`src/include/video_sync_defines.svh`:
```
////////////////////////////////////////
// video sync conditioning
// shared widths, host command codes and
// configuration bit positions
////////////////////////////////////////

`ifndef VIDEO_SYNC_DEFINES_SVH
`define VIDEO_SYNC_DEFINES_SVH

// phase and line counters saturate at all ones
`define VS_CNT_W 16

// host bus word
`define VS_IO_W 16

////////////////////////////////////////
// host commands
////////////////////////////////////////

// configuration write
`define VS_CMD_CFG 8'h01

// composite sync enable in the config word
`define VS_CFG_CSYNC_BIT 3

`endif

```
`src/verilog/video_sync_pkg.sv`:
```
////////////////////////////////////////
// video sync shared types
// counter and host word vectors plus the
// command decoder state encoding
////////////////////////////////////////

`include "video_sync_defines.svh"

package video_sync_pkg;

	// phase length, line length and pulse length
	typedef logic [`VS_CNT_W-1:0] sync_cnt_t;

	// host word, also used for the config register
	typedef logic [`VS_IO_W-1:0] io_word_t;

	// low byte of a command word
	typedef logic [7:0] cmd_code_t;

	// decoder states
	// idle waits for a command word, data means a command is held
	typedef enum logic {
		DEC_IDLE = 1'b0,
		DEC_DATA = 1'b1
	} dec_state_t;

endpackage

```
`src/verilog/sync_cmd_decoder.sv`:
```
////////////////////////////////////////
// host command decoder
// takes strobed 16 bit host words and
// loads the configuration register
////////////////////////////////////////

`timescale 1ns/1ps

`include "video_sync_defines.svh"

module sync_cmd_decoder (
	input  logic                      i_clk_sys,
	input  logic                      i_resetd,
	input  logic                      i_io_sel,
	input  logic                      i_io_strobe,
	input  video_sync_pkg::io_word_t  i_io_din,
	output logic                      o_csync_en
);

	video_sync_pkg::dec_state_t state;

	// command held for the following data words
	video_sync_pkg::cmd_code_t cmd_q;

	// configuration register
	video_sync_pkg::io_word_t cfg_q;

	always_ff @(posedge i_clk_sys) begin
		if (i_resetd) begin
			state <= video_sync_pkg::DEC_IDLE;
			cmd_q <= '0;
			cfg_q <= '0;
		end else if (!i_io_sel) begin
			// deselect drops any pending command
			state <= video_sync_pkg::DEC_IDLE;
			cmd_q <= '0;
		end else if (i_io_strobe) begin
			case (state)
				video_sync_pkg::DEC_IDLE: begin
					// first word after select is the command
					cmd_q <= i_io_din[7:0];
					state <= video_sync_pkg::DEC_DATA;
				end
				video_sync_pkg::DEC_DATA: begin
					// last data word wins
					if (cmd_q == `VS_CMD_CFG) begin
						cfg_q <= i_io_din;
					end
				end
				default: begin
					state <= video_sync_pkg::DEC_IDLE;
				end
			endcase
		end
	end

	////////////////////////////////////////
	// config fields
	////////////////////////////////////////

	assign o_csync_en = cfg_q[`VS_CFG_CSYNC_BIT];

endmodule

```
`src/verilog/sync_combiner.sv`:
```
////////////////////////////////////////
// sync combiner
// derives composite sync from hs and vs
// and selects separate or composite sync
// for the horizontal output
////////////////////////////////////////

`timescale 1ns/1ps

module sync_combiner (
	input  logic i_clk_sys,
	input  logic i_resetd,
	input  logic i_hs,
	input  logic i_vs,
	input  logic i_csync_en,
	output logic o_hs,
	output logic o_vs
);

	// hs edge detect
	logic hs_d;
	logic hs_rise;
	logic hs_fall;

	// line timing measured from hs edges
	video_sync_pkg::sync_cnt_t line_cnt;
	video_sync_pkg::sync_cnt_t pulse_len;
	video_sync_pkg::sync_cnt_t line_len;

	// composite sync state and its next value
	logic comp_q;
	logic comp_d;

	assign hs_rise = i_hs & ~hs_d;
	assign hs_fall = ~i_hs & hs_d;

	////////////////////////////////////////
	// composite sync
	////////////////////////////////////////

	// outside vsync the composite is plain hs
	// inside vsync it drops for one pulse width ahead of each hs rise
	always_comb begin
		comp_d = comp_q;
		if (!i_vs) begin
			comp_d = i_hs;
		end else if (hs_rise) begin
			comp_d = 1'b1;
		end else if (!i_hs && (line_cnt == line_len)) begin
			comp_d = 1'b0;
		end
	end

	////////////////////////////////////////
	// counters and output stage
	////////////////////////////////////////

	always_ff @(posedge i_clk_sys) begin
		if (i_resetd) begin
			hs_d      <= 1'b0;
			line_cnt  <= '0;
			pulse_len <= '0;
			line_len  <= '0;
			comp_q    <= 1'b0;
			o_hs      <= 1'b0;
			o_vs      <= 1'b0;
		end else begin
			hs_d <= i_hs;

			// edge cycle counts as the first cycle of the new phase
			if (hs_rise || hs_fall) begin
				line_cnt <= video_sync_pkg::sync_cnt_t'(1);
			end else if (line_cnt != '1) begin
				line_cnt <= line_cnt + 1'b1;
			end

			if (hs_fall) begin
				pulse_len <= line_cnt;
			end
			// remaining line is the low time minus one pulse
			if (hs_rise) begin
				line_len <= line_cnt - pulse_len;
			end

			comp_q <= comp_d;
			o_hs   <= i_csync_en ? comp_d : i_hs;
			o_vs   <= i_vs;
		end
	end

endmodule

```
`src/verilog/sync_polarity_fix.sv`:
```
////////////////////////////////////////
// sync polarity normalizer
// measures high and low phases of a sync
// line and inverts it when the high phase
// is longer, so the output is active high
////////////////////////////////////////

`timescale 1ns/1ps

module sync_polarity_fix (
	input  logic i_clk_sys,
	input  logic i_resetd,
	input  logic i_sync,
	output logic o_sync
);

	// two stage input synchronizer
	logic sync_q1;
	logic sync_q2;

	// phase measurement
	video_sync_pkg::sync_cnt_t phase_cnt;
	video_sync_pkg::sync_cnt_t high_len;
	video_sync_pkg::sync_cnt_t low_len;

	// set when the line idles high
	logic pol;

	logic sync_rise;
	logic sync_fall;

	assign sync_rise = sync_q1 & ~sync_q2;
	assign sync_fall = ~sync_q1 & sync_q2;

	always_ff @(posedge i_clk_sys) begin
		if (i_resetd) begin
			sync_q1   <= 1'b0;
			sync_q2   <= 1'b0;
			phase_cnt <= '0;
			high_len  <= '0;
			low_len   <= '0;
			pol       <= 1'b0;
			o_sync    <= 1'b0;
		end else begin
			sync_q1 <= i_sync;
			sync_q2 <= sync_q1;

			// a rising edge closes a low phase and vice versa
			if (sync_rise) begin
				low_len <= phase_cnt;
			end
			if (sync_fall) begin
				high_len <= phase_cnt;
			end

			// restart on every edge, hold at all ones
			if (sync_rise || sync_fall) begin
				phase_cnt <= '0;
			end else if (phase_cnt != '1) begin
				phase_cnt <= phase_cnt + 1'b1;
			end

			pol    <= (high_len > low_len);
			o_sync <= sync_q2 ^ pol;
		end
	end

endmodule

```
`src/verilog/video_sync_top.sv`:
```
////////////////////////////////////////
// video sync conditioning top
// normalizes hsync and vsync polarity,
// then builds separate or composite sync
// as set by the host command decoder
////////////////////////////////////////

`timescale 1ns/1ps

module video_sync_top (
	input  logic                      i_clk_sys,
	input  logic                      i_resetd,
	input  logic                      i_hsync,
	input  logic                      i_vsync,
	input  logic                      i_io_sel,
	input  logic                      i_io_strobe,
	input  video_sync_pkg::io_word_t  i_io_din,
	output logic                      o_hs,
	output logic                      o_vs
);

	// active high syncs after polarity fix
	logic hs_fixed;
	logic vs_fixed;

	// composite enable from the config register
	logic csync_en;

	sync_polarity_fix u_hs_fix (
		.i_clk_sys (i_clk_sys),
		.i_resetd  (i_resetd),
		.i_sync    (i_hsync),
		.o_sync    (hs_fixed)
	);

	sync_polarity_fix u_vs_fix (
		.i_clk_sys (i_clk_sys),
		.i_resetd  (i_resetd),
		.i_sync    (i_vsync),
		.o_sync    (vs_fixed)
	);

	sync_combiner u_comb (
		.i_clk_sys  (i_clk_sys),
		.i_resetd   (i_resetd),
		.i_hs       (hs_fixed),
		.i_vs       (vs_fixed),
		.i_csync_en (csync_en),
		.o_hs       (o_hs),
		.o_vs       (o_vs)
	);

	sync_cmd_decoder u_dec (
		.i_clk_sys   (i_clk_sys),
		.i_resetd    (i_resetd),
		.i_io_sel    (i_io_sel),
		.i_io_strobe (i_io_strobe),
		.i_io_din    (i_io_din),
		.o_csync_en  (csync_en)
	);

endmodule
```
`config.mk`:
```
export PLATFORM = sky130hd
export DESIGN_NAME = video_sync_top
export DESIGN_NICKNAME = d
export VERILOG_FILES = /design/src/verilog/video_sync_pkg.sv /design/src/verilog/sync_cmd_decoder.sv /design/src/verilog/sync_combiner.sv /design/src/verilog/sync_polarity_fix.sv /design/src/verilog/video_sync_top.sv
export VERILOG_INCLUDE_DIRS = /design/src /design/src/include
export SDC_FILE = /design/constraint.sdc
export NUM_CORES = 1
export LEC_CHECK = 0
export BUFFER_PORTS_ARGS = -buffer_cell sky130_fd_sc_hd__buf_2
export CAP_MARGIN = 25
export CELL_PAD_IN_SITES_DETAIL_PLACEMENT = 0
export CELL_PAD_IN_SITES_GLOBAL_PLACEMENT = 1
export CORE_AREA = 5 5 143 131
export CTS_CLUSTER_SIZE = 8
export DETAILED_ROUTE_END_ITERATION = 6
export DIE_AREA = 0 0 148 136
export PLACE_DENSITY_LB_ADDON = 0.25
export SKIP_LAST_GASP = 1
export SYNTH_ARGS = -nofsm -noshare
export SYNTH_HDL_FRONTEND = slang
export SYNTH_SLANG_ARGS = --single-unit
```
`constraint.sdc`:
```
create_clock -name i_clk_sys -period 2.7 [get_ports i_clk_sys]
set_input_delay 0.135 -clock i_clk_sys [delete_from_list [all_inputs] [get_ports i_clk_sys]]
set_output_delay 0.135 -clock i_clk_sys [all_outputs]
set_load 0.02 [all_outputs]
```
==> results.md, run 1 <==
* Worst reg-to-reg setup slack at 0.37 ns
* CP endpoint kind: flop
* Final ANT Viol Nets at 0
* Setup Skew at 0.00558 ns
* Final HPWL DP at 12000 um
* Status: finished clean
* Vias at 6134
* Worst skew pair latency at 0.43 ns
* Setup TNS at 0 ns
* Critical path peak fanout at 5
* Slowest-stage cell, CP: dfxtp_1
* Routed len/inst at 14.8 um
* Area growth syn-to-layout at 13.0%
* Die ar. at 20100 um2
* CP Cell Sequence: ha_1, nor2b_1, o31ai_2, a21oi_2, a41o_1, nor4bb_1, or3_1
* Die H at 136 um
* Ports at 24
* Synth Flop Type: dfxtp_1
* Worst-Margin Slew at 0.927 ns
* Fin crit period at 2.33 ns
* Power per cell area at 608 nW/um2
* Largest net degree at the start of global routing at 52
* Worst Path Required at 3.01 ns
* Grt ovf at 0
* Mapped Cells at 895
* DRT Wirelength at 16900 um
* Total CTS buffers at 17
* WS Path Type: flop to flop
* Post-synth ARST share at 0%
* LEAKAGE at 0.00356 uW
* Total Routing Usage GR at 17.7%
* Via density at 5.36
* Initial antenna violation count at 0
* DR DRC count at 0
* Number of global-route vias before repair at 6126
* # Post-CTS Setup Buffers at 0
* Total power at 5620 uW
* Seq/Total Area, Yosys at 40.6%
* Hold/Removal Path Class: input pin to flop
* CTS sink cnt at 166
* Net count after synthesis at 974
* Cell depth of the worst flop-to-flop path at 7
* DR iter-0 viols at 361
* Final period util at 86.3%
* EDFF count, synth at 0
* Worst hold stages at 2
* CORE AREA at 17200 um2
* First-pass GRT wire length at 29200 um
* Highest Clock Rate at 429 MHz
* DR pass1 iterations at 4
* Row count at 46
* Yosys warns at 0
* RSZ-0062 raised after global routing: false
* Starting Density at 47.6%
* CTS tree: yes
* Longest Clk Path Bufs at 2
* Final Slew Violations at 0
* Root Driver: clkbuf_16
* Mean Syn Cell Area at 9.15 um2
* Filler cell count at 1558
* Clock slew at reported path FFs at 0.06 ns
* Number of max-cap violations at 0
* Worst Path Arrival at 2.64 ns
* Port Buf Inserts at 15
* NumNets Final at 994
* Mapped cell area at 8190 um2
* Slew headroom at 38.1%
* Final Setup Violations at 0
* Flops & latches, synth at 166
* Fin. Hold Viols at 0
* Slowest stage delay, CP at 0.46 ns
* # H-tree levels at 4
* GP Congestion at 0.798
* Peak VDD IR at 0.000435 V
* Share of cells above drive strength 1 at 8.62%
* CP Launch Type: flop
* Netlist cell types at 66
* Die X at 148 um
* N_diodes at 0
cells by family (layout without fill, tap and decap cells):
kind of cell             Yosys count  after routing  share of synthesized area, %
multiplexers                      98             98                          12.0
AO/OA/AOI/OAI                    113            113                          9.23
AND/OR/NAND/NOR                  301            301                          18.1
buffers and inverters            102            135                          5.03
XOR/XNOR                          58             58                          6.21
adder cells (fa/ha/maj)           57             57                          8.80
flip-flops                       166            166                          40.6
power by group:
| group | switching, uW | internal [uW] | leakage [uW] | total [uW] |
|---|---|---|---|---|
| combinational | 206 | 160 | 0.00189 | 365 |
| clock | 1060 | 1670 | 0.000321 | 2730 |
| sequential | 39.5 | 2490 | 0.00134 | 2530 |
| total | 1300 | 4320 | 0.00356 | 5620 |
metrics by stage:
| stage | utilization, % | hold WS, ns | instance area [um2] | setup WS (ns) | instances |
|---|---|---|---|---|---|
| 6_report | 53.8 | 0.144 | 9250 | 0.371 | 1144 |
| 2_1_floorplan | - | 0.251 | 8190 | 0.528 | 895 |
| 5_1_grt | 53.8 | 0.140 | 9250 | 0.227 | 1144 |
| 4_1_cts | 53.8 | 0.133 | 9250 | 0.383 | 1144 |
| 3_5_place_dp | 49.2 | 0.352 | 8470 | 0.406 | 1101 |
| 3_3_place_gp | 49.2 | 0.344 | 8470 | 0.435 | 1101 |
state kept, by name, indices dropped and copies added, names as in the netlist, 8 cells and up:
signal	flops
u_comb.line_len	16
u_hs_fix.phase_cnt	16
u_comb.pulse_len	16
u_vs_fix.high_len	16
u_hs_fix.high_len	16
u_vs_fix.phase_cnt	16
u_hs_fix.low_len	16
u_dec.cmd_q	8
u_vs_fix.low_len	16
u_comb.line_cnt	16
cell type report:
cell class              count  area [um2]  area share (%)
clock buffers              18         429            4.64
clock inverters            14         238            2.57
inverters                  60         225            2.43
multi-input cells         627        4450            48.1
flip-flops and latches    166        3320            35.9
well taps                 216         270            2.92
repair buffers             43         315            3.41
routing by layer:
metal | wire length, um | track usage (%) | up-vias
met5 | 0 | 0 | -
li1 | - | - | 3122
met2 | 8140 | 29.5 | 62
met3 | 462 | 4.43 | 27
met1 | 8010 | 22.7 | 2923
met4 | 292 | 5.70 | 0
layout by cell type (no fill, tap or decap), types with 15 or more instances in the layout:
cell	instances
o21ai_0	21
a21oi_1	37
nand2_1	28
clkbuf_16	17
nor2b_1	15
xnor2_1	37
inv_1	60
nand4_1	24
buf_4	18
dfxtp_1	166
mux2i_1	97
xor2_1	21
nor2_1	153
ha_1	56
final timing paths:
path,startpoint,endpoint
min,i_resetd,u_vs_fix.sync_q2
max reg2reg,u_comb.line_cnt[1],u_comb.line_len[11]
min reg2reg,u_vs_fix.sync_q1,u_vs_fix.sync_q2
max,u_comb.line_cnt[1],u_comb.line_len[11]
cells in the mapped netlist (5+ instances only):
master,count,area [um2]
nand3_1,13,65.1
nor2b_1,15,93.8
ha_1,56,701
o21ai_0,21,105
nand3_2,5,50.1
or3_1,8,50.1
nor3b_1,6,45.0
nand4_1,24,150
nor2_1,153,574
nand2_1,28,105
xnor2_1,37,324
nand2b_1,8,50.1
a21o_1,10,75.1
xor2_1,21,184
inv_1,60,225
a31oi_1,7,43.8
a21oi_1,37,185
nor3_1,12,60.1
clkbuf_1,27,101
buf_2,8,40.0
dfxtp_1,166,3320
mux2i_1,97,971
worst max-delay path: cells and delay by family, from the launching register on:
family,cells,cell delay (ns)
AOI/OAI and AO/OA,3,0.82
adders and majority gates,1,0.28
DFF,1,0.46
and+or+nand+nor,3,0.67
timing repair:
action                                  CTS  global route
endpoints found under the setup margin    0             0
hold buffers                             11             0
hold endpoints to repair                 12             0
gates resized for setup                   0             0
Power figures use the tool's default switching activity.
==> run 2: changes to the inputs <==
--- a/config.mk
+++ b/config.mk
@@ -15,6 +15,7 @@
 export DETAILED_ROUTE_END_ITERATION = 6
 export DIE_AREA = 0 0 148 136
 export PLACE_DENSITY_LB_ADDON = 0.25
+export RECOVER_POWER = 25
 export SKIP_LAST_GASP = 1
 export SYNTH_ARGS = -nofsm -noshare
 export SYNTH_HDL_FRONTEND = slang
==> run 2 against run 1 <==
Compared with the run above:
- cell count is the same
- highest routed layer unchanged
- largest cell class unchanged
- worst setup slack gained 0.020 ns
- clock power is essentially flat
- global-route usage is the same
- count of clock-buffer cells in the layout is the same
- fmax grew 0.85%
- clock skew grew 0.0011 ns
- sequential share of layout area is essentially flat
- the flow now finishes with violations (max-capacitance violations, max-slew violations)
- via count is essentially flat
- register-to-register slack gained 0.02 ns
- design area is essentially flat
==> results.md, run 2 (synthesis results as in run 1) <==
* Slew headroom at -32.1%
* CP startpoint: u_comb.line_cnt[1]
* Die H at 136 um
* Setup TNS at 0 ns
* Commonest non-fill, non-tap cell in the layout: dfxtp_1
* Status: finished with violations
* Row count at 46
* N_diodes at 0
* Pint at 4320 uW
* CP Launch Type: flop
* Grt ovf at 0
* Failing checks: max-capacitance violations, max-slew violations
* Final HPWL DP at 12000 um
* Slowest-stage cell, CP: dfxtp_1
* Largest net degree at the start of global routing at 52
* Most frequent cells in the layout: dfxtp_1 (166), nor2_1 (153), mux2i_1 (97), inv_1 (60), ha_1 (56)
* # Post-CTS Setup Buffers at 0
* NumNets Final at 994
* Sw Pwr at 1300 uW
* Routed len/inst at 14.7 um
* DR DRC count at 0
* Reg area at 3320 um2
* CTS tree: yes
* # H-tree levels at 4
* Total power at 5620 uW
* Stages on the worst setup path at 7
* Fin. Hold Viols at 0
* Cell area after layout at 9250 um2
* CORE AREA at 17200 um2
* Crit path max-delay family: compound AO/OA/AOI/OAI gates
* Post-place instance area at 8470 um2
* Die X at 148 um
* WS Path Type: flop to flop
* Switching Fraction at 23.1%
* Total CTS buffers at 17
* CTS sink cnt at 166
* Port Buf Inserts at 15
* CP endpoint kind: flop
* Initial antenna violation count at 0
* Highest Clock Rate at 433 MHz
* Util after Layout at 53.7%
* Final Slew Violations at 44
* Worst reg2reg path startpoint: u_comb.line_cnt[1]
* Count of buffer and inverter cells on the critical path at 0
* First-pass GRT wire length at 29200 um
* Root Driver: clkbuf_16
* Peak VDD IR at 0.000431 V
* Combinational share of power at 6.5%
* Share of cells above drive strength 1 at 8.30%
* CP Cell Sequence: ha_1, nor2b_1, o31ai_2, a21oi_2, a41o_1, nor4bb_1, or3_1
* RSZ-0062 raised after global routing: false
* Critical path peak fanout at 5
* Worst skew pair latency at 0.43 ns
* Total Routing Usage GR at 17.7%
* GP Congestion at 0.798
* Fin crit period at 2.31 ns
* DRT Wirelength at 16800 um
* Slowest stage delay, CP at 0.45 ns
* Worst Path Required at 3.01 ns
* Power per cell area at 608 nW/um2
* Multi-input combinational cell area at 4450 um2
* HP Start: i_io_sel
* Vias at 6128
* Ports at 24
* Final ANT Viol Nets at 0
* Worst Path Arrival at 2.62 ns
* Clock power share at 48.6%
* Hold Slack at 0.159 ns
* Final Setup Violations at 0
* DR pass1 iterations at 6
* Filler cell count at 1560
* Via density at 5.36
* Hold/Removal Path Class: input pin to flop
* Area growth syn-to-layout at 12.9%
* Final period util at 85.5%
* Die ar. at 20100 um2
* Starting Density at 47.6%
* Setup Skew at 0.00667 ns
* Number of max-cap violations at 1
* Worst hold stages at 5
* DR iter-0 viols at 330
* Worst-Margin Slew at 1.98 ns
* Number of global-route vias before repair at 6126
* Clock slew at reported path FFs at 0.06 ns
* Seq pwr share at 45.0%
* LEAKAGE at 0.00354 uW
* Longest Clk Path Bufs at 2
* Cell depth of the worst flop-to-flop path at 7
[run 2: cell count changes in the layout (fill, tap and decap cells not counted), sizes merged]
cell and delta:
buf -3, clkbuf +3
[run 2: repair_timing]
| item | 4_1_cts | 5_1_grt |
|---|---|---|
| gates resized for setup | 0 | 0 |
| hold endpoints to repair | 12 | 0 |
| hold buffers | 11 | 0 |
[run 2: final timing paths]
kind | end | slack (ns)
hold / removal | u_dec.cfg_q[3] | 0.16
setup reg to reg | u_comb.line_len[11] | 0.39
setup / recovery | u_comb.line_len[11] | 0.39
hold reg to reg | u_vs_fix.sync_q2 | 0.47
[run 2: final cells by class]
class,instances,area share (%)
Clock inverter,14,2.57
Timing Repair Buffer,43,3.34
Sequential cell,166,35.9
Inverter,60,2.44
Clock buffer,18,4.64
Tap cell,216,2.92
Multi-Input combinational cell,627,48.1
[run 2: worst reg2reg max path, cell delays in order, from the launching register on]
cell and delay [ns]:
dfxtp_1 0.45, ha_1 0.28, nor2b_1 0.16, o31ai_2 0.37
a21oi_2 0.13, a41o_1 0.30, nor4bb_1 0.15, or3_1 0.36
[run 2: layer usage]
metal | wire [um] | up-vias | track usage (%) | share of wire (%)
met5 | 0 | - | 0 | 0
met4 | 272 | 0 | 5.70 | 1.6
met3 | 387 | 24 | 4.43 | 2.3
met2 | 8130 | 61 | 29.5 | 48
met1 | 8020 | 2917 | 22.7 | 48
li1 | - | 3126 | - | -
[run 2: power by group through the flow]
stage	logic [uW]	registers [uW]	clock network, uW
2_1_floorplan	266	2570	0
3_3_place_gp	343	2580	0
3_5_place_dp	352	2580	0
4_1_cts	368	2520	2790
5_1_grt	403	2530	2920
6_report	364	2530	2730
[run 2: metrics by stage]
stage / setup WS [ns] / std cells
after floorplan: 0.528 / 895
after global placement: 0.435 / 1101
after detailed placement: 0.406 / 1101
after CTS: 0.383 / 1144
after global routing: 0.226 / 1144
final: 0.391 / 1144
